`src/include/conv_defs.svh`:
```
`ifndef CONV_DEFS_SVH
`define CONV_DEFS_SVH

// widths of the datapath
`define CONV_DATA_W 16
`define CONV_ACC_W 32

// geometry of the layer
`define CONV_IFM_SIZE 8
`define CONV_KERNEL 3
`define CONV_TAPS 9
`define CONV_CHANNELS 3
`define CONV_FILTERS 2

// no padding and stride 1, so the output side is IFM_SIZE - KERNEL + 1
`define CONV_OFM_SIZE 6

// host address word, decoded per region
`define CONV_ADDR_W 8

`endif

```
`src/hw/conv_pkg.sv`:
```
`default_nettype none

`include "conv_defs.svh"

package conv_pkg;

    typedef enum logic [1:0] {
        REGION_IFM  = 2'd0,
        REGION_WGT  = 2'd1,
        REGION_BIAS = 2'd2
    } host_region_t;

    typedef struct packed {
        logic [1:0] channel;
        logic [2:0] row;
        logic [2:0] col;
    } ifm_addr_t;

    // the bias region reuses this layout and reads only the filter field
    typedef struct packed {
        logic       spare;
        logic       filter;
        logic [1:0] channel;
        logic [3:0] tap;
    } wgt_addr_t;

    typedef union packed {
        ifm_addr_t              ifm;
        wgt_addr_t              wgt;
        logic [`CONV_ADDR_W-1:0] raw;
    } host_addr_u;

    typedef struct packed {
        host_region_t                   region;
        host_addr_u                     addr;
        logic signed [`CONV_DATA_W-1:0] data;
    } host_wr_t;

    typedef struct packed {
        logic       filter;
        logic [2:0] row;
        logic [2:0] col;
        logic [3:0] tap;
        logic       first;
        logic       last;
    } tap_ctrl_t;

    typedef struct packed {
        logic                           filter;
        logic [2:0]                     row;
        logic [2:0]                     col;
        logic signed [`CONV_DATA_W-1:0] value;
    } result_t;

endpackage

`default_nettype wire

```
`src/hw/window_sequencer.sv`:
```
`timescale 1ns/1ps
`default_nettype none

`include "conv_defs.svh"

module window_sequencer (
    input  wire logic         clk,
    input  wire logic         rst,
    input  wire logic         start,
    output conv_pkg::tap_ctrl_t tap,
    output      logic         tap_valid,
    output      logic         done
);

    logic       busy;
    logic       filt_cnt;
    logic [2:0] row_cnt;
    logic [2:0] col_cnt;
    logic [3:0] tap_cnt;

    logic tap_end;
    logic col_end;
    logic row_end;
    logic filt_end;

    assign tap_end  = tap_cnt == 4'(`CONV_TAPS - 1);
    assign col_end  = col_cnt == 3'(`CONV_OFM_SIZE - 1);
    assign row_end  = row_cnt == 3'(`CONV_OFM_SIZE - 1);
    assign filt_end = filt_cnt == 1'(`CONV_FILTERS - 1);

    always_ff @(posedge clk)
    begin
        if (rst)
        begin
            busy     <= 1'b0;
            done     <= 1'b0;
            filt_cnt <= 1'b0;
            row_cnt  <= '0;
            col_cnt  <= '0;
            tap_cnt  <= '0;
        end
        else
        begin
            done <= 1'b0;
            if (!busy)
            begin
                // a start while busy never reaches this branch
                if (start)
                begin
                    busy     <= 1'b1;
                    filt_cnt <= 1'b0;
                    row_cnt  <= '0;
                    col_cnt  <= '0;
                    tap_cnt  <= '0;
                end
            end
            else
            begin
                tap_cnt <= tap_end ? 4'd0 : tap_cnt + 4'd1;
                if (tap_end)
                begin
                    col_cnt <= col_end ? 3'd0 : col_cnt + 3'd1;
                    if (col_end)
                    begin
                        row_cnt <= row_end ? 3'd0 : row_cnt + 3'd1;
                        if (row_end)
                        begin
                            filt_cnt <= filt_end ? 1'b0 : filt_cnt + 1'b1;
                            if (filt_end)
                            begin
                                busy <= 1'b0;
                                done <= 1'b1;
                            end
                        end
                    end
                end
            end
        end
    end

    assign tap_valid = busy;

    always_comb
    begin
        tap.filter = filt_cnt;
        tap.row    = row_cnt;
        tap.col    = col_cnt;
        tap.tap    = tap_cnt;
        tap.first  = tap_cnt == 4'd0;
        tap.last   = tap_end;
    end

    // the window must stay inside the map so the bank's 3-bit address sums never wrap
    assert property (@(posedge clk) disable iff (rst)
        tap_valid |-> tap.tap < 4'(`CONV_TAPS) &&
            tap.row < 3'(`CONV_OFM_SIZE) && tap.col < 3'(`CONV_OFM_SIZE))
        else $error("window_sequencer: tap outside the window or the output map");

endmodule

`default_nettype wire

```
`config.mk`:
```
export PLATFORM = sky130hd
export DESIGN_NAME = window_sequencer
export DESIGN_NICKNAME = d
export VERILOG_FILES = /design/src/hw/conv_pkg.sv /design/src/hw/window_sequencer.sv
export VERILOG_INCLUDE_DIRS = /design/src /design/src/include
export SDC_FILE = /design/constraint.sdc
export NUM_CORES = 1
export LEC_CHECK = 0
export BUFFER_PORTS_ARGS = -buffer_cell sky130_fd_sc_hd__buf_2
export CORE_MARGIN = 5
export CORE_UTILIZATION = 30
export CTS_BUF_LIST = sky130_fd_sc_hd__clkbuf_16
export DETAILED_ROUTE_END_ITERATION = 16
export MAX_ROUTING_LAYER = met4
export PLACE_DENSITY = 0.49
export SYNTH_ARGS = -nofsm -noshare
export SYNTH_HDL_FRONTEND = slang
export SYNTH_SLANG_ARGS = --single-unit
```
`constraint.sdc`:
```
create_clock -name clk -period 1.7 [get_ports clk]
set_input_delay 0.085 -clock clk [delete_from_list [all_inputs] [get_ports clk]]
set_output_delay 0.085 -clock clk [all_outputs]
set_load 0.05 [all_outputs]
```
==> run metrics <==
status=finished clean; Syn. warnings=0; Post-CTS Setup Inserts=0; largest net degree at the start of global routing=15; Relative slew margins=76.37%; Tmin final=1.517 ns; top cells by area, synth=dfxtp_1 (37%), a21oi_1 (6.5%), o211ai_1 (5.4%), ha_1 (3.6%), nand2b_1 (3.6%); maximum vdd drop=0.0003773 V; Crit-path slowest cell=dfxtp_2; Final Wtd Congestion=0.7540; Core ar.=2212 um2; Syn-to-layout area delta=32.08%; Hold WS=0.1859 ns; Worst Hold Class=in -> reg; Cell Chain, Critical Path=inv_1 > ha_2 > nand4b_4 > buf_4 > or3_1 > a21oi_1; Buf/Inv on CP=2; Post-DRT Antenna Nets=0; htree depth=1; Root Buffer=clkbuf_16; initial antenna violation count=0; Switch Pwr=0.0001778 W; Avg WL per Cell=12.65 um; clock network power share=53.0%; CP arrival=1.69 ns; Distinct cells, synth=29; Most used DFF post-synth=dfxtp_1; Synth area leader=dfxtp_1; Nets=102; clock sinks=13; post-layout util=41.69%; Synth Area per Inst=9.309 um2; mapped cell area=698.2 um2; first-pass GRT wire length=2849 um; CP max stage delay=0.33 ns; Max clock buf depth=2; synth cell count leaders=dfxtp_1 (13), a21oi_1 (9), o211ai_1 (5), inv_1 (4), nand2b_1 (4); Hold Vio Cnt, Final=0; Worst Path Required=1.87 ns; Routed WL=1568 um; max-cap viol count=0; Starting Density=31.56%; DR iter-0 viols=16; CTS tree=done; # diodes=0; Max Transition Viols Final=0; Worst Skew=0.002504 ns; crit-path leading delay family=simple AND/OR/NAND/NOR gates; post-synthesis sequential area ratio=37.28%; vias in the first global route=653; leakage=0.3754 nW; Final Cycle Share=89.21%; Worst setup SP type=flip-flop; Worst-Margin Slew=0.3532 ns; switching fraction of total power=21.74%; Internal Power=0.0006401 W; most common cell in the synthesized netlist=dfxtp_1; syn nets=80; Die Wd=58.24 um; cts bufs inserted=3; first drt pass iteration count=4; die height=58.24 um; top-area cell type share of the netlist area=37.28%; Seq pwr share=38.5%; final setup fails=0; crit path max fanout=7; Comb pwr share=8.5%; via/cell ratio=4.976; RSZ-0062 raised after global routing=false; non-filler cells, final=124; DP HPWL=1130 um; crit path kind=reg -> reg; gr usage total=11.22%; Crit. End Element=flip-flop; final setup TNS=0 ns; Peak Freq=659.4 MHz; CTS clk-pin slew, worst paths=0.05 ns; Post-synth ARST share=0%; io pins=18; Synth Instances=75; # DRC=0; port bufs=17; FF+latch count, synth=13; later-pin clock latency in the skew report=0.24 ns; # rows=17; layout cells sized above 1=38.54%; EDFF count, synth=0; Vias=617; die area=3392 um2; PD cells=886.9 nW/um2; Remaining Overflow, GRT=0; placed cells=120
-- through the flow --
stage,instance area [um2],setup WS (ns),total power (W)
after floorplan,708.2,0.01491,0.0003704
after global placement,832.0,0.1149,0.0003898
after detailed placement,832.0,0.04900,0.0003900
after CTS,910.9,0.04340,0.0008320
after global routing,922.1,0.06267,0.0008599
final,922.1,0.1834,0.0008179
-- registers in the layout, indices dropped and copies added (netlist names) --
signal	cells
tap_cnt	4
col_cnt	3
row_cnt	3
done	1
filt_cnt	1
tap_valid	1
-- cell usage in the layout (no fill, tap or decap), types with 2 or more instances in the layout --
| cell type | count |
|---|---|
| buf_2 | 17 |
| a21oi_1 | 9 |
| nor2_1 | 3 |
| nor3b_1 | 2 |
| inv_1 | 5 |
| nand3b_1 | 3 |
| dfxtp_1 | 9 |
| nand2b_1 | 4 |
| o21ai_0 | 3 |
| and3b_1 | 2 |
| nand2_1 | 2 |
| o211ai_1 | 5 |
| clkbuf_16 | 3 |
| dfxtp_2 | 4 |
| a211o_2 | 2 |
| buf_4 | 5 |
| a211oi_1 | 3 |
-- routing by layer --
metal	track usage [%]	vias up	wire length (um)
met2	15.97	9	654
li1	-	318	-
met4	4.967	0	17
met1	14.80	288	834
met5	-	-	0
met3	2.895	2	62
-- kinds of logic after synthesis --
kind of cell	count (synthesis)	share of synthesized area (%)
DFF	13	37.28
muxes	1	1.613
AOI/OAI and AO/OA	23	21.15
buffers and inverters	9	6.988
adders and majority gates	2	3.584
and+or+nand+nor	27	29.39
-- cell type report --
type | instances | area [um2]
Multi-Input combinational cell | 53 | 405.4
Clock inverter | 1 | 3.754
Inverter | 4 | 15.01
Fill cell | 244 | 1290
Tap cell | 28 | 35.03
Clock buffer | 3 | 75.07
Timing Repair Buffer | 22 | 122.6
Sequential cell | 13 | 265.3
-- path summary, 6_finish.rpt --
kind	startpoint	endpoint	slack (ns)	cells past startpoint
max reg2reg	tap_cnt[0]$_SDFFE_PP0P_	row_cnt[0]$_SDFFE_PP0P_	0.18	6
max	tap_cnt[0]$_SDFFE_PP0P_	row_cnt[0]$_SDFFE_PP0P_	0.18	6
min reg2reg	tap_cnt[0]$_SDFFE_PP0P_	tap_cnt[0]$_SDFFE_PP0P_	0.49	2
min	rst	tap_cnt[1]$_SDFFE_PP0P_	0.19	2
-- power groups by stage --
stage	combinational [W]	clock (W)	sequential [W]
after floorplan	0.0000352	0	0.000335
final	0.0000694	0.000433	0.000315
after detailed placement	0.0000691	0	0.000321
after CTS	0.0000689	0.000448	0.000315
after global routing	0.0000757	0.000469	0.000315
after global placement	0.0000691	0	0.000321
-- what timing repair did --
action / 4_1_cts / 5_1_grt
hold buffers: 0 / 0
setup endpoints to repair: 0 / 1
gates resized for setup: 0 / 2
No activity file was read; power rests on OpenSTA's default activity.
