## src/include/conv_defs.svh

```systemverilog
`ifndef CONV_DEFS_SVH
`define CONV_DEFS_SVH

// widths of the datapath
`define CONV_DATA_W 16
`define CONV_ACC_W 32

// geometry of the layer
`define CONV_IFM_SIZE 8
`define CONV_KERNEL 3
`define CONV_TAPS 9
`define CONV_CHANNELS 3
`define CONV_FILTERS 2

// no padding and stride 1, so the output side is IFM_SIZE - KERNEL + 1
`define CONV_OFM_SIZE 6

// host address word, decoded per region
`define CONV_ADDR_W 8

`endif

```

## src/hw/conv_pkg.sv

```systemverilog
`default_nettype none

`include "conv_defs.svh"

package conv_pkg;

    typedef enum logic [1:0] {
        REGION_IFM  = 2'd0,
        REGION_WGT  = 2'd1,
        REGION_BIAS = 2'd2
    } host_region_t;

    typedef struct packed {
        logic [1:0] channel;
        logic [2:0] row;
        logic [2:0] col;
    } ifm_addr_t;

    // the bias region reuses this layout and reads only the filter field
    typedef struct packed {
        logic       spare;
        logic       filter;
        logic [1:0] channel;
        logic [3:0] tap;
    } wgt_addr_t;

    typedef union packed {
        ifm_addr_t              ifm;
        wgt_addr_t              wgt;
        logic [`CONV_ADDR_W-1:0] raw;
    } host_addr_u;

    typedef struct packed {
        host_region_t                   region;
        host_addr_u                     addr;
        logic signed [`CONV_DATA_W-1:0] data;
    } host_wr_t;

    typedef struct packed {
        logic       filter;
        logic [2:0] row;
        logic [2:0] col;
        logic [3:0] tap;
        logic       first;
        logic       last;
    } tap_ctrl_t;

    typedef struct packed {
        logic                           filter;
        logic [2:0]                     row;
        logic [2:0]                     col;
        logic signed [`CONV_DATA_W-1:0] value;
    } result_t;

endpackage

`default_nettype wire

```

## src/hw/sum_relu.sv

```systemverilog
`timescale 1ns/1ps
`default_nettype none

`include "conv_defs.svh"

module sum_relu (
    input  wire logic                          clk,
    input  wire logic                          rst,
    input  wire conv_pkg::host_wr_t            host_wr,
    input  wire logic                          host_wr_valid,
    input  wire logic signed [`CONV_ACC_W-1:0] sum0,
    input  wire logic signed [`CONV_ACC_W-1:0] sum1,
    input  wire logic signed [`CONV_ACC_W-1:0] sum2,
    input  wire conv_pkg::result_t             sum_pos,
    input  wire logic                          mac_valid,
    output      conv_pkg::result_t             result,
    output      logic                          result_valid
);
    import conv_pkg::*;

    localparam logic signed [`CONV_ACC_W-1:0] clip_max = (1 <<< (`CONV_DATA_W - 1)) - 1;

    logic signed [`CONV_DATA_W-1:0] bias_mem [`CONV_FILTERS];

    logic signed [`CONV_DATA_W-1:0] bias;
    logic signed [`CONV_ACC_W-1:0]  psum_a;
    logic signed [`CONV_ACC_W-1:0]  psum_b;
    logic signed [`CONV_ACC_W-1:0]  full_sum;
    logic signed [`CONV_DATA_W-1:0] clipped;
    result_t                        pos1;
    logic                           valid1;

    always_ff @(posedge clk)
    begin
        if (host_wr_valid && (host_wr.region == REGION_BIAS))
        begin
            bias_mem[host_wr.addr.wgt.filter] <= host_wr.data;
        end
    end

    assign bias = bias_mem[sum_pos.filter];

    // stage one registers two partial sums
    always_ff @(posedge clk)
    begin
        if (mac_valid)
        begin
            psum_a <= sum0 + sum1;
            psum_b <= sum2 + bias;
            pos1   <= sum_pos;
        end
    end

    assign full_sum = psum_a + psum_b;

    always_comb
    begin
        if (full_sum < 0)
            clipped = '0;
        else if (full_sum > clip_max)
            clipped = clip_max[`CONV_DATA_W-1:0];
        else
            clipped = full_sum[`CONV_DATA_W-1:0];
    end

    // stage two applies ReLU and the clip and registers the result with its position
    always_ff @(posedge clk)
    begin
        if (valid1)
        begin
            result.filter <= pos1.filter;
            result.row    <= pos1.row;
            result.col    <= pos1.col;
            result.value  <= clipped;
        end
    end

    always_ff @(posedge clk)
    begin
        if (rst)
        begin
            valid1       <= 1'b0;
            result_valid <= 1'b0;
        end
        else
        begin
            valid1       <= mac_valid;
            result_valid <= valid1;
        end
    end

    assert property (@(posedge clk) disable iff (rst)
        result_valid |-> !result.value[`CONV_DATA_W-1])
        else $error("sum_relu: negative result value");

endmodule

`default_nettype wire

```

## config.mk

```make
export PLATFORM = sky130hd
export DESIGN_NAME = sum_relu
export DESIGN_NICKNAME = d
export VERILOG_FILES = /design/src/hw/conv_pkg.sv /design/src/hw/sum_relu.sv
export VERILOG_INCLUDE_DIRS = /design/src /design/src/include
export SDC_FILE = /design/constraint.sdc
export NUM_CORES = 1
export LEC_CHECK = 0
export BUFFER_PORTS_ARGS = -buffer_cell sky130_fd_sc_hd__buf_2
export CORE_ASPECT_RATIO = 1.25
export CORE_UTILIZATION = 45
export DETAILED_ROUTE_END_ITERATION = 8
export PLACE_DENSITY = 0.77
export SYNTH_ARGS = -nofsm -noshare
export SYNTH_HDL_FRONTEND = slang
export SYNTH_SLANG_ARGS = --single-unit
export TNS_END_PERCENT = 30
```

## constraint.sdc

```tcl
create_clock -name clk -period 10.11 [get_ports clk]
set_clock_uncertainty 0.2 [all_clocks]
set_input_delay 0.5055 -clock clk [delete_from_list [all_inputs] [get_ports clk]]
set_output_delay 0.5055 -clock clk [all_outputs]
set_load 0.1 [all_outputs]
```

==> impl_metrics.toml <==
[worst_setup_path]
worstPathArrival_ps = 4250
startpoint = "psum_a[0]$_DFFE_PP_"
r2r-start = "psum_a[0]$_DFFE_PP_"
rrSetupSlack_ps = 5770
reg2regPathDepth = 12
r2r_end = "result[4]$_SDFFCE_PN0P_"
critPathLaunchType = "flip-flop"
cp.required_ps = 10020
critical_path_class = "reg2reg"
cp-end-kind = "flip-flop"
crit_path_max_fanout = 15
endpoint = "result[4]$_SDFFCE_PN0P_"

[clock_network]
h-tree-depth = 4
worstSkewPairLatency_ps = 430
cts_tree = "yes"
cts_sinks = 128
cts_buffers = 17
cts_resized = 0
cts_setup_buffers = 0
hold_buffers = 0
clockBufferDepth = 2
path_clk_slew_ps = 70
cts_root_buffer = "clkbuf_16"

[drt]
drt_wl_total_mm = 22.02
antenna_left = 0
drt-vias-per-instance = 5.802
wl_per_cell_um = 16.12
first_iter_violations = 458
drt_pass1_iterations = 5
num_vias = 7925
route.detailed.drc = 0

[synthesis]
synthTopCellsByArea = "edfxtp_1 (40%), ha_1 (12%), xnor2_1 (4.4%), a21oi_1 (4.3%), nor2_1 (2.8%)"
synth_cell_types = 74
synth-edff-count = 126
yosysMostFrequentCell = "edfxtp_1"
ys.warnings.count = 0
synth_ff_type = "edfxtp_1"
syn_nets = 1181
async_reset_ff_frac = 0
synthCells = 936
synth_top_area_cell = "edfxtp_1"
yosys.area.top_type_share = 0.4002
synth_commonest_cells = "edfxtp_1 (126), ha_1 (93), a21oi_1 (81)"
netlist_area_sq_mm = 0.009455
avgSynthCellArea_sq_um = 10.10
seq_area_frac_synth = 0.4044
synth-seq-cells = 128

[global_route]
grt_pass1_wl_mm = 35.45
antenna_found_initial = 0
grt_pass1_vias = 7552
grt_max_degree = 73
grt_usage = 0.2060
grt-ovfl-total = 0

[timing]
grt_setup_unrepaired = "false"
layout_worst_path_cycle_share = 0.4297
tightest_slew_ps = 1130
maxSlewViolCount = 0
slew_headroom = 0.2467
hold_viol_final = 0
fin_setup_tns_ps = 0
min_period_ps = 4344
whs_ps = 32.77
setup_viol = 0
max_freq_ghz = 0.2302

[finish]
num-nets-final = 1328
antennaDiodeCount = 0
fillCellCount = 1744
layout-drive-gt1-share = 0.1980
utilization = 0.5414
area_growth_pct = 16.77

[power]
power_density_mw_per_mm2 = 195.5
ir_drop_mv = 0.1376
p_int_w = 0.001329
pwr-share-comb = 0.392
p_seq_frac = 0.321
p_switching_w = 0.0008294
p_leak_nw = 4.511
netSwitchingFraction = 0.3843
p_total_w = 0.002158
p_clk_frac = 0.287

[floorplan]
rows = 58
io_pins = 173
start_util = 0.4637
dieArea_sq_mm = 0.02160
core-area_sq_mm = 0.02039
die_height_um = 164.1
die-width_um = 131.7

[placed_design]
port_buffers = 149
routabilityCongestion = 0.8964
hpwlAfterDp_mm = 17.17

[status]
run_status = "complete, no violations"

[flow_run]
drv_cap = 0

[min_path]
worstHoldPathType = "in2reg"
## per-layer routing
metal	routed length, um	GRT usage	vias to the layer above	share of wire
met2	11300	0.3721	247	0.51
met1	9300	0.2439	3731	0.42
met3	957	0.03056	36	0.043
met5	0	0	-	0
li1	-	-	3911	-
met4	461	0.08774	0	0.021
## critical path: stages, from the launching register on
cell	delay, ps
edfxtp_1	330
ha_1	200
inv_1	70
fa_1	390
nand2b_1	180
a21o_1	200
a2111o_1	500
and3_2	260
o31ai_1	350
a211oi_1	150
xnor2_1	140
nor2_1	790
a41oi_1	250
## metrics by stage
stage                     cell area [sq um]  std cells  setup slack (ps)
after detailed placement              10460       1334              5750
after global routing                  11040       1366              5512
after global placement                10460       1334              5823
final                                 11040       1366              5766
after CTS                             11040       1366              5801
after floorplan                        9455        936              6126
## state kept, by name (all words and copies together) (netlist names)
signal and flops:
valid1 1, result 23, result_valid 1, psum_a 32
pos1 7, psum_b 32, bias_mem 32
## cell type report
cell class | instances | area, sq um | share of cell area
clock buffers | 17 | 425.4 | 0.03853
clock inverters | 15 | 160.2 | 0.01451
well taps | 270 | 337.8 | 0.03060
inverters | 33 | 123.9 | 0.01122
multi-input cells | 753 | 5416 | 0.4906
repair buffers | 150 | 753.2 | 0.06822
flip-flops and latches | 128 | 3824 | 0.3463
## cell usage in the layout, fill, tap and decap left out, types with 18 or more instances in the layout
cell	n
nor2_1	70
o21ai_0	48
a21o_1	29
a21oi_1	81
nor3_1	29
xor2_1	26
edfxtp_1	126
buf_2	149
nand3_1	22
ha_1	93
nor2b_1	18
inv_1	33
xnor2_1	48
nand2_1	60
## how the worst min path moves through the flow
stage	start	endpoint	slack [ps]	cells past startpoint
after floorplan	pos1[16]$_DFFE_PP_	result[16]$_DFFE_PP_	200	0
after global placement	pos1[16]$_DFFE_PP_	result[16]$_DFFE_PP_	200	0
after detailed placement	pos1[21]$_DFFE_PP_	result[21]$_DFFE_PP_	210	0
after CTS	rst	result_valid$_SDFF_PP0_	20	2
after global routing	rst	valid1$_SDFF_PP0_	20	2
final	rst	result_valid$_SDFF_PP0_	30	2
## kinds of logic (layout without fill, tap and decap cells)
group,Yosys count,after routing,share of synthesized area
compound gates,295,295,0.2112
simple gates,271,271,0.1428
xor+xnor,74,74,0.06855
other cells,1,1,0.0003966
mux,16,16,0.01892
buf+inv,55,215,0.02435
fa+ha+maj,96,96,0.1294
flops,128,128,0.4044
## power groups by stage
stage / Combinational, W / Clock (W) / Sequential, W
after floorplan: 0.000560 / 0 / 0.000789
after detailed placement: 0.000832 / 0 / 0.000704
after CTS: 0.000839 / 0.000627 / 0.000693
after global placement: 0.000820 / 0 / 0.000702
final: 0.000846 / 0.000620 / 0.000692
after global routing: 0.000924 / 0.000648 / 0.000698
(Power assumes the default switching activity.)
