--- config.mk ---
export PLATFORM = sky130hd
export DESIGN_NAME = feature_bank
export DESIGN_NICKNAME = d
export VERILOG_FILES = /design/src/hw/conv_pkg.sv /design/src/hw/feature_bank.sv
export VERILOG_INCLUDE_DIRS = /design/src /design/src/include
export SDC_FILE = /design/constraint.sdc
export NUM_CORES = 1
export LEC_CHECK = 0
export BUFFER_PORTS_ARGS = -buffer_cell sky130_fd_sc_hd__buf_2
export CORE_MARGIN = 3
export CORE_UTILIZATION = 45
export CTS_CLUSTER_SIZE = 16
export DETAILED_ROUTE_END_ITERATION = 8
export HOLD_SLACK_MARGIN = 0.08
export PLACE_DENSITY_LB_ADDON = 0.1
export SYNTH_ARGS = -nofsm -noshare
export SYNTH_HDL_FRONTEND = slang
export SYNTH_SLANG_ARGS = --single-unit
--- constraint.sdc ---
create_clock -name clk -period 5.7 [get_ports clk]
set_input_delay 0.57 -clock clk [delete_from_list [all_inputs] [get_ports clk]]
set_output_delay 0.57 -clock clk [all_outputs]
set_load 0.01 [all_outputs]
--- src/include/conv_defs.svh ---
`ifndef CONV_DEFS_SVH
`define CONV_DEFS_SVH

// widths of the datapath
`define CONV_DATA_W 16
`define CONV_ACC_W 32

// geometry of the layer
`define CONV_IFM_SIZE 8
`define CONV_KERNEL 3
`define CONV_TAPS 9
`define CONV_CHANNELS 3
`define CONV_FILTERS 2

// no padding and stride 1, so the output side is IFM_SIZE - KERNEL + 1
`define CONV_OFM_SIZE 6

// host address word, decoded per region
`define CONV_ADDR_W 8

`endif

--- src/hw/conv_pkg.sv ---
`default_nettype none

`include "conv_defs.svh"

package conv_pkg;

    typedef enum logic [1:0] {
        REGION_IFM  = 2'd0,
        REGION_WGT  = 2'd1,
        REGION_BIAS = 2'd2
    } host_region_t;

    typedef struct packed {
        logic [1:0] channel;
        logic [2:0] row;
        logic [2:0] col;
    } ifm_addr_t;

    // the bias region reuses this layout and reads only the filter field
    typedef struct packed {
        logic       spare;
        logic       filter;
        logic [1:0] channel;
        logic [3:0] tap;
    } wgt_addr_t;

    typedef union packed {
        ifm_addr_t              ifm;
        wgt_addr_t              wgt;
        logic [`CONV_ADDR_W-1:0] raw;
    } host_addr_u;

    typedef struct packed {
        host_region_t                   region;
        host_addr_u                     addr;
        logic signed [`CONV_DATA_W-1:0] data;
    } host_wr_t;

    typedef struct packed {
        logic       filter;
        logic [2:0] row;
        logic [2:0] col;
        logic [3:0] tap;
        logic       first;
        logic       last;
    } tap_ctrl_t;

    typedef struct packed {
        logic                           filter;
        logic [2:0]                     row;
        logic [2:0]                     col;
        logic signed [`CONV_DATA_W-1:0] value;
    } result_t;

endpackage

`default_nettype wire

--- src/hw/feature_bank.sv ---
`timescale 1ns/1ps
`default_nettype none

`include "conv_defs.svh"

module feature_bank (
    input  wire logic                           clk,
    input  wire conv_pkg::host_wr_t             host_wr,
    input  wire logic                           host_wr_valid,
    input  wire conv_pkg::tap_ctrl_t            tap,
    input  wire logic                           tap_valid,
    input  wire logic [1:0]                     channel_id,
    output      logic signed [`CONV_DATA_W-1:0] pixel
);
    import conv_pkg::*;

    logic signed [`CONV_DATA_W-1:0] mem [`CONV_IFM_SIZE * `CONV_IFM_SIZE];

    logic       wr_en;
    logic [3:0] k_row;
    logic [3:0] k_col;
    logic [2:0] rd_row;
    logic [2:0] rd_col;

    assign wr_en = host_wr_valid && (host_wr.region == REGION_IFM) &&
                   (host_wr.addr.ifm.channel == channel_id);

    // tap index is row-major inside the kernel
    assign k_row = tap.tap / 4'(`CONV_KERNEL);
    assign k_col = tap.tap % 4'(`CONV_KERNEL);

    // the window never leaves the map, so the 3-bit sums cannot wrap
    assign rd_row = tap.row + k_row[2:0];
    assign rd_col = tap.col + k_col[2:0];

    always_ff @(posedge clk)
    begin
        if (wr_en)
        begin
            mem[{host_wr.addr.ifm.row, host_wr.addr.ifm.col}] <= host_wr.data;
        end
        if (tap_valid)
        begin
            pixel <= mem[{rd_row, rd_col}];
        end
    end

endmodule

`default_nettype wire

==> flow_metrics.env <==
export IMPL_status="complete, no violations"
export IMPL_clk_path_buf_depth=3
export IMPL_initialDrtViolationCount=1906
export IMPL_overflow=0
export IMPL_cts_resized=0
export IMPL_p_leak_nw=14.95
export IMPL_yosys_area_top_type_share_pct=77.55
export IMPL_cp_required_ps=6230
export IMPL_endpoint_kind="flip-flop"
export IMPL_via_count=19083
export IMPL_ctsHoldBuffers=0
export IMPL_worst_pin_slew_ps=1343
export IMPL_drv_cap=0
export IMPL_multi_input_area_mm2=0.008655
export IMPL_rows=109
export IMPL_synth_edf_count=1040
export IMPL_path_clk_slew_ps=60
export IMPL_synth_cell_types=56
export IMPL_internal_power_mw=14.08
export IMPL_cts_root_buf="clkbuf_16"
export IMPL_tns_ps=0
export IMPL_synth_avg_cell_area_um2=22.67
export IMPL_grt_pass1_wl_um=143800
export IMPL_synth_warnings=0
export IMPL_fin_worst_skew_ps=20.00
export IMPL_finalPower_mw=18.87
export IMPL_firstDrtPassIters=7
export IMPL_seqPwrFrac_pct=45.2
export IMPL_gr_usage_all_layers_pct=21.56
export IMPL_slowest_stage="a211oi_1"
export IMPL_clock_sinks=1040
export IMPL_hp_class="primary input to flip-flop"
export IMPL_htreeDepth=3
export IMPL_holdWs_ps=421.7
export IMPL_final_antenna_net_count=0
export IMPL_hold_viol=0
export IMPL_fin_crit_sh_pct=87.78
export IMPL_fin_util_pct=52.68
export IMPL_max_freq_mhz=199.9
export IMPL_p_sw_mw=4.785
export IMPL_instances_no_fill=3292
export IMPL_ys_top_cells_by_count="1,040 x edfxtp_1, 265 x mux4_2, 77 x nor2_1, 69 x mux2i_1, 46 x buf_2"
export IMPL_grt_pass1_vias=19864
export IMPL_vias_per_cell=5.797
export IMPL_antenna_found_initial=9
export IMPL_p_comb_share_pct=19.1
export IMPL_ys_flop_type="edfxtp_1"
export IMPL_ys_ff_latch=1040
export IMPL_die_x_um=305.1
export IMPL_swShare_pct=25.36
export IMPL_drc_errors=0
export IMPL_synth_seq_area_share_pct=77.55
export IMPL_clkLatencyLatePin_ps=670
export IMPL_cp_arrival_ps=5530
export IMPL_max_stage_delay_ps=910
export IMPL_gp_congestion=0.7695
export IMPL_dpl_cell_count=3085
export IMPL_synth_area_leaders="edfxtp_1 78%, mux4_2 15%, mux2i_1 1.7%"
export IMPL_fp_dieH_um=305.1
export IMPL_slew_headroom_pct=10.49
export IMPL_post_cts_buffers=0
export IMPL_path_class="primary input to flip-flop"
export IMPL_dp_hpwl_um=59010
export IMPL_peakVddDrop_mv=0.2795
export IMPL_power_share_clock_pct=35.8
export IMPL_startpoint_type="primary input"
export IMPL_synthArstFlopShare_pct=0
export IMPL_syn_num_nets=1827
export IMPL_drive_above_1_share_pct=32.08
export IMPL_cts_buffers=109
export IMPL_fin_nets=2082
export IMPL_core_mm2=0.08851
export IMPL_grt_setup_unrepaired="false"
export IMPL_portBuffers=56
export IMPL_ios=60
export IMPL_grt_max_degree=65
export IMPL_wl_per_cell_um=30.22
export IMPL_syn_area_mm2=0.04027
export IMPL_p_per_area_mw_per_mm2=404.7
export IMPL_slew_viol_final=0
export IMPL_yosysMostFrequentCell="edfxtp_1"
export IMPL_path_cells="buf_2 > nor2b_4 > ha_1 > inv_1 > ha_1 > nand3_1 > o21ai_0 > ha_1 > inv_1 > o21ai_0 > nor2_1 > mux2_2 > fa_4 > xor2_1 > buf_4 > and3_1 > nor2_8 > buf_4 > a211oi_1 > buf_4 > a211oi_1 > or4_1"
export IMPL_seq_area_mm2=0.03123
export IMPL_dieArea_mm2=0.09311
export IMPL_nFillCells=6893
export IMPL_wl_um=99480
export IMPL_synthCells=1776
export IMPL_cts_tree="yes"
export IMPL_finalSetupViolCount=0
export IMPL_initial_core_util_pct=45.50
export IMPL_syn_to_final_growth_pct=15.79
export IMPL_fin_crit_ps=5003
export IMPL_yosysTopAreaCell="edfxtp_1"
export IMPL_cp_max_fo=12
==> routing by layer <==
| layer | GRT usage [%] | vias up | wire length (um) |
|---|---|---|---|
| li1 | - | 8087 | - |
| met1 | 30.46 | 10318 | 42660 |
| met2 | 34.85 | 537 | 48520 |
| met3 | 3.921 | 139 | 5450 |
| met4 | 6.211 | 2 | 2838 |
| met5 | 0 | - | 11 |
==> cells in the final DEF (no fill, tap or decap), types with 4 or more instances in the layout <==
cell,netlist,layout
nand3_1,11,11
and2_1,5,5
nand3b_1,5,5
a211oi_1,20,20
nor2_1,77,62
o22ai_1,22,22
mux2_2,9,9
mux4_2,265,265
nor2b_1,14,14
nor3b_1,6,6
and3_1,8,8
bufinv_16,0,8
inv_6,0,5
nor3_1,12,12
clkinv_2,0,14
buf_2,46,56
a211o_1,4,4
nor2_2,0,15
a21oi_1,10,10
clkbuf_1,24,25
clkinvlp_4,0,4
or4_1,12,12
mux2i_1,69,69
xor2_1,5,5
diode_2,0,7
o21ai_0,8,8
edfxtp_1,1040,1040
buf_12,0,21
clkbuf_16,0,111
nand2b_1,5,5
buf_4,11,157
nand2_1,29,29
clkinv_1,0,33
==> per-stage QoR <==
| stage | cell area [um2] | worst slack [ps] |
|---|---|---|
| floorplan | 40270 | 394.1 |
| global placement | 43230 | -24.07 |
| detailed placement | 43230 | 7.260 |
| CTS | 46610 | 709.7 |
| global route | 46610 | 370.9 |
| finish | 46630 | 696.5 |
==> final cells by class <==
type | count | area share [%]
clock inverter | 64 | 1.089
antenna | 7 | 0.03757
timing repair buffer | 234 | 4.030
clock buffer | 136 | 6.158
multi-input combinational | 643 | 18.56
sequential | 1040 | 66.97
tap | 1165 | 3.126
inverter | 3 | 0.02415
==> sequential cells by signal, indices dropped and copies added (netlist names) <==
register	flops
mem	1024
pixel	16
==> cell families after synthesis <==
kind of cell | share of synthesized area [%]
XOR/XNOR | 0.1522
AND/OR/NAND/NOR | 2.535
multiplexers | 16.79
flip-flops | 77.55
adder cells (fa/ha/maj) | 0.2548
buffers and inverters | 1.131
AO/OA/AOI/OAI | 1.588
==> final timing paths <==
path / cells after the start / slack, ps / endpoint / startpoint
worst min register to register: 3 / 890 / pixel[6]$_DFFE_PP_ / mem[31][6]$_DFFE_PP_
worst min-delay path: 1 / 420 / pixel[13]$_DFFE_PP_ / tap_valid
worst max-delay path: 22 / 700 / pixel[2]$_DFFE_PP_ / tap[5]
worst max register to register: 6 / 3150 / pixel[5]$_DFFE_PP_ / mem[3][5]$_DFFE_PP_
==> critical path: cells and delay by family <==
family          cells  cell delay, ps
simple gates        6            1240
compound gates      4            1220
fa+ha+maj           4            1080
buf+inv             6             870
mux                 1             370
xor+xnor            1             180
==> power by group through the flow <==
stage / Clock [mW] / Combinational (mW) / Sequential (mW)
3_5_place_dp: 0 / 3.68 / 8.68
3_3_place_gp: 0 / 3.67 / 8.68
5_1_grt: 7.20 / 3.83 / 8.52
6_report: 6.75 / 3.60 / 8.52
2_1_floorplan: 0 / 2.14 / 8.69
4_1_cts: 6.89 / 3.68 / 8.52
(Power assumes the default switching activity.)
