## src/include/conv_defs.svh

```systemverilog
`ifndef CONV_DEFS_SVH
`define CONV_DEFS_SVH

// widths of the datapath
`define CONV_DATA_W 16
`define CONV_ACC_W 32

// geometry of the layer
`define CONV_IFM_SIZE 8
`define CONV_KERNEL 3
`define CONV_TAPS 9
`define CONV_CHANNELS 3
`define CONV_FILTERS 2

// no padding and stride 1, so the output side is IFM_SIZE - KERNEL + 1
`define CONV_OFM_SIZE 6

// host address word, decoded per region
`define CONV_ADDR_W 8

`endif

```

## src/hw/conv_pkg.sv

```systemverilog
`default_nettype none

`include "conv_defs.svh"

package conv_pkg;

    typedef enum logic [1:0] {
        REGION_IFM  = 2'd0,
        REGION_WGT  = 2'd1,
        REGION_BIAS = 2'd2
    } host_region_t;

    typedef struct packed {
        logic [1:0] channel;
        logic [2:0] row;
        logic [2:0] col;
    } ifm_addr_t;

    // the bias region reuses this layout and reads only the filter field
    typedef struct packed {
        logic       spare;
        logic       filter;
        logic [1:0] channel;
        logic [3:0] tap;
    } wgt_addr_t;

    typedef union packed {
        ifm_addr_t              ifm;
        wgt_addr_t              wgt;
        logic [`CONV_ADDR_W-1:0] raw;
    } host_addr_u;

    typedef struct packed {
        host_region_t                   region;
        host_addr_u                     addr;
        logic signed [`CONV_DATA_W-1:0] data;
    } host_wr_t;

    typedef struct packed {
        logic       filter;
        logic [2:0] row;
        logic [2:0] col;
        logic [3:0] tap;
        logic       first;
        logic       last;
    } tap_ctrl_t;

    typedef struct packed {
        logic                           filter;
        logic [2:0]                     row;
        logic [2:0]                     col;
        logic signed [`CONV_DATA_W-1:0] value;
    } result_t;

endpackage

`default_nettype wire

```

## src/hw/channel_mac.sv

```systemverilog
`timescale 1ns/1ps
`default_nettype none

`include "conv_defs.svh"

module channel_mac (
    input  wire logic                           clk,
    input  wire logic                           rst,
    input  wire conv_pkg::host_wr_t             host_wr,
    input  wire logic                           host_wr_valid,
    input  wire logic [1:0]                     channel_id,
    input  wire conv_pkg::tap_ctrl_t            tap,
    input  wire logic                           tap_valid,
    input  wire logic signed [`CONV_DATA_W-1:0] pixel,
    output      logic signed [`CONV_ACC_W-1:0]  sum,
    output      conv_pkg::result_t              sum_pos,
    output      logic                           mac_valid
);
    import conv_pkg::*;

    logic signed [`CONV_DATA_W-1:0] wgt_mem [`CONV_FILTERS][`CONV_TAPS];

    logic                           wr_en;
    logic signed [`CONV_DATA_W-1:0] weight;
    tap_ctrl_t                      tap_d;
    logic                           tap_d_valid;
    logic signed [`CONV_ACC_W-1:0]  product;

    assign wr_en = host_wr_valid && (host_wr.region == REGION_WGT) &&
                   (host_wr.addr.wgt.channel == channel_id) &&
                   (host_wr.addr.wgt.tap < 4'(`CONV_TAPS));

    always_ff @(posedge clk)
    begin
        if (wr_en)
        begin
            wgt_mem[host_wr.addr.wgt.filter][host_wr.addr.wgt.tap] <= host_wr.data;
        end
        // weight lands in the same cycle as the pixel from the bank
        if (tap_valid)
        begin
            weight <= wgt_mem[tap.filter][tap.tap];
        end
        tap_d <= tap;
    end

    assign product = pixel * weight;

    always_ff @(posedge clk)
    begin
        if (tap_d_valid)
        begin
            sum <= tap_d.first ? product : sum + product;
        end
        if (tap_d_valid && tap_d.last)
        begin
            sum_pos.filter <= tap_d.filter;
            sum_pos.row    <= tap_d.row;
            sum_pos.col    <= tap_d.col;
            sum_pos.value  <= '0;
        end
    end

    always_ff @(posedge clk)
    begin
        if (rst)
        begin
            tap_d_valid <= 1'b0;
            mac_valid   <= 1'b0;
        end
        else
        begin
            tap_d_valid <= tap_valid;
            mac_valid   <= tap_d_valid && tap_d.last;
        end
    end

    // a window is nine back-to-back taps, so its first tap sits eight cycles before last
    assert property (@(posedge clk) disable iff (rst)
        tap_d_valid && tap_d.last |->
            $past(tap_d_valid && tap_d.first, `CONV_TAPS - 1))
        else $error("channel_mac: last tap without a matching first tap");

endmodule

`default_nettype wire

```

## config.mk

```make
export PLATFORM = sky130hd
export DESIGN_NAME = channel_mac
export DESIGN_NICKNAME = d
export VERILOG_FILES = /design/src/hw/conv_pkg.sv /design/src/hw/channel_mac.sv
export VERILOG_INCLUDE_DIRS = /design/src /design/src/include
export SDC_FILE = /design/constraint.sdc
export NUM_CORES = 1
export LEC_CHECK = 0
export BUFFER_PORTS_ARGS = -buffer_cell sky130_fd_sc_hd__buf_2
export CAP_MARGIN = 25
export CORE_MARGIN = 5
export CORE_UTILIZATION = 39
export CTS_BUF_LIST = sky130_fd_sc_hd__clkbuf_8
export CTS_CLUSTER_SIZE = 20
export DETAILED_ROUTE_END_ITERATION = 7
export HOLD_SLACK_MARGIN = 0.05
export PLACE_DENSITY = 0.67
export RECOVER_POWER = 100
export SYNTH_ARGS = -nofsm -noshare
export SYNTH_HDL_FRONTEND = slang
export SYNTH_SLANG_ARGS = --single-unit
```

## constraint.sdc

```tcl
create_clock -name clk -period 10.8 [get_ports clk]
set_input_delay 1.08 -clock clk [delete_from_list [all_inputs] [get_ports clk]]
set_output_delay 1.08 -clock clk [all_outputs]
set_load 0.005 [all_outputs]
```

==> results.md <==
- The flow ran to the end, but the final reports show violations.
- The final reports fail on capacitance limit, slew limit.
- The number of hold buffers added after CTS was 0.
- Compared with the post-synthesis result, the final layout area differs by 9.533%.
- The number of sinks on the clock net is 354.
- The type of the worst setup path is reg2reg.
- The root buffer cell is clkbuf_8.
- In this run the worst path has a maximum fanout of 16.
- In the routed design, unresolved DRC markers number 0.
- The sequential fraction of the synthesis area is 42.23%.
- The largest buffer count on any clock path is 3.
- The number of hold violations in the final report is 0.
- The leading register cell type out of synthesis is edfxtp_1.
- The routed design has 55.63 mm of wire.
- Yosys mapped a number of flops with a built-in enable equal to 343.
- The synthesized area divided by synthesized cell count is 12.94 um2.
- The cell repeated most along the worst path is fa_1.
- The number of slew-limit violations in the final report came to 117.
- The routed via count is 15,200.
- The number of antenna violations at the first check in global routing is 11.
- The startpoint class of the critical path is a register.
- By area the synthesized netlist is led by edfxtp_1, fa_1, mux4_2.
- For this run, the number of Yosys warnings is 0.
- The worst clock skew is 40.92 ps.
- The total length of routed met3 wires is 3.487 mm.
- The total met2 wirelength after detailed routing is 28.15 mm.
- The first routing iteration left 1,131 violations.
- In this run the horizontal extent of the chip is 262.7 um.
- The gate count after technology mapping is 1,925.
- Counting instances in the post-synthesis netlist gives the leading cell types as edfxtp_1, inv_1, fa_1, nand2_1, and2_1.
- Row generation in the floorplan step produced 92 rows.
- The clock tree from TritonCTS is built.
- The dominant cell by count in the synthesized netlist is edfxtp_1.
- Setup violations remaining at the end of the flow were counted as 0.
- The area of the die is 69,030 um2.
- Detailed placement finished with a half-perimeter wire length of 38.88 mm.
- In the final routing, the length of wire on met1 measures 22.41 mm.
- Setup repair after global routing left no endpoint under its margin.
- Pin placement for this block handled 117 I/O pins.
- The CTS clock-pin slew for the worst setup and hold paths is 60 ps.
- The worst slew margin relative to its limit is -80.80%.
- The peak per-stage delay on the critical path is 890 ps.
- The total overflow reported by the global router is 0.
- The first global-routing pass estimated 88.05 mm of wire.
- The share of flip-flops with an asynchronous set or reset after synthesis is 0%.
- The top layer used by detailed routing is met5.
- The synthesized design contains 354 register bits.
- Data on the critical path is required at its endpoint by 11,160 ps.
- Adding up every negative setup slack in the final design gives 0 ps.
- The measured slew at the worst slew-check pin is 2712 ps.
- The number of vias per cell is 5.178.
- In this run the number of H-tree levels came out at 2.
- For this configuration, the core starts out at a cell density of 39.42%.
- The fraction of the cycle the final worst path needs is 81.26%.
- In this run the post-CTS setup repair buffer count came out at 0.
- At the end of the flow, the number of nets in the layout was 2,482.
- The number of clock buffers added by TritonCTS is 58.
- In the final layout, the share of cells above drive strength 1 is 11.69%.
- Routability-driven placement finished with a final weighted congestion of 0.8462.
- The min-delay analysis places its worst path in the category reg2reg.
- The top cell type by area accounts for 41.35% of the synthesized area.
- The capturing element type of the critical path is a register.
- The mapped netlist covers 24,910 um2.
- The signal arrival time at the worst endpoint is 9140 ps.
- Entering global routing, the biggest net connects 66 pins.
- The floorplan core area is 63,200 um2.
- Dividing the detail-routed wire length by the instance count gives 18.95 um.
- The length of the first detailed-routing pass in iterations is 6.
- Once the clock tree was built, the resizer swapped 0 gates to a different size.
- In this run the remaining antenna-violating nets after routing total 0.
- The number of max-cap violations is 4.
- The number of distinct library cell variants in the gate-level netlist after synthesis is 73.
- The number of global-route vias before repair is 16,140.
- The count of buffers inserted at the top-level ports is 99.
- The chip height is 262.7 um.
- Timing would allow up to 0.1139 GHz.
- The biggest area contributor in the post-synthesis netlist is edfxtp_1.
- The post-route minimum period is 8776 ps.
- The global-route total usage across every layer is 15.91%.
- The cell at the slowest stage of the critical path is edfxtp_1.
- Cells fill 43.18% of the core in the end.
- For the worst-skew pair, the clock arrives at the later sink with an insertion delay of 660 ps.
per-stage QoR:
step / worst slack, ps / hold WS, ps / area (um2) / instances
after CTS: 2216 / 402.6 / 27430 / 2931
after detailed placement: 1824 / 388.7 / 26320 / 2826
after floorplan: 2538 / 385.5 / 24970 / 1940
final: 2024 / 403.2 / 27280 / 2936
after global placement: 1848 / 387.3 / 26320 / 2826
after global routing: 1429 / 408.4 / 27280 / 2935
registers in the layout, summed over array words and instances, names as in the netlist:
| register | cells |
|---|---|
| mac_valid | 1 |
| sum | 32 |
| sum_pos | 7 |
| tap_d | 9 |
| tap_d_valid | 1 |
| weight | 16 |
| wgt_mem | 288 |
worst max-delay path: cells and delay by family, from the launching register on:
family,cells,cell delay [ps]
AO/OA/AOI/OAI,12,2790
XOR/XNOR,1,280
adder cells (fa/ha/maj),8,3860
buffers and inverters,3,150
flip-flops,1,890
AND/OR/NAND/NOR,4,520
layout make-up:
type | count | area (um2)
clock buffers | 62 | 853.3
clock inverters | 43 | 254.0
well taps | 846 | 1059
fillers | 5818 | 35910
repair buffers | 124 | 543.0
inverters | 326 | 1224
diodes | 2 | 5.005
multi-input cells | 1179 | 12830
flip-flops and latches | 354 | 10520
metal layers:
metal	up-vias	track usage, %
met5	-	0
met1	7811	20.55
met2	489	27.52
met3	121	2.865
li1	6771	-
met4	10	4.819
cells by family after synthesis:
logic type / count (synthesis) / synth area share (%)
buf+inv: 407 / 6.474
simple gates: 416 / 8.433
mux: 108 / 8.408
fa+ha+maj: 378 / 26.91
other cells: 1 / 0.01505
xor+xnor: 54 / 1.954
flops: 354 / 42.23
compound gates: 207 / 5.570
cell usage in the layout, fill, tap and decap left out, drive strengths merged, types with 16 or more instances in the layout:
cell type	count
ha	115
and2	129
conb	16
o21ai	36
inv	344
o22ai	17
nor2	52
a21o	24
clkinv	22
a21oi	55
nand2	157
mux4	80
mux2i	18
clkbuf	128
xnor2	35
fa	263
buf	58
xor2	18
edfxtp	343
path summary, 6_finish.rpt:
path             start     endpoint  slack (ps)  cells past startpoint
max          weight[1]      sum[31]        2020                     28
min          tap_d[12]  sum_pos[22]         400                      0
max reg2reg  weight[1]      sum[31]        2020                     28
min reg2reg  tap_d[12]  sum_pos[22]         400                      0
Power is not shown: default switching activity piles up to over one toggle a cycle in this logic, so the estimate is an artifact.
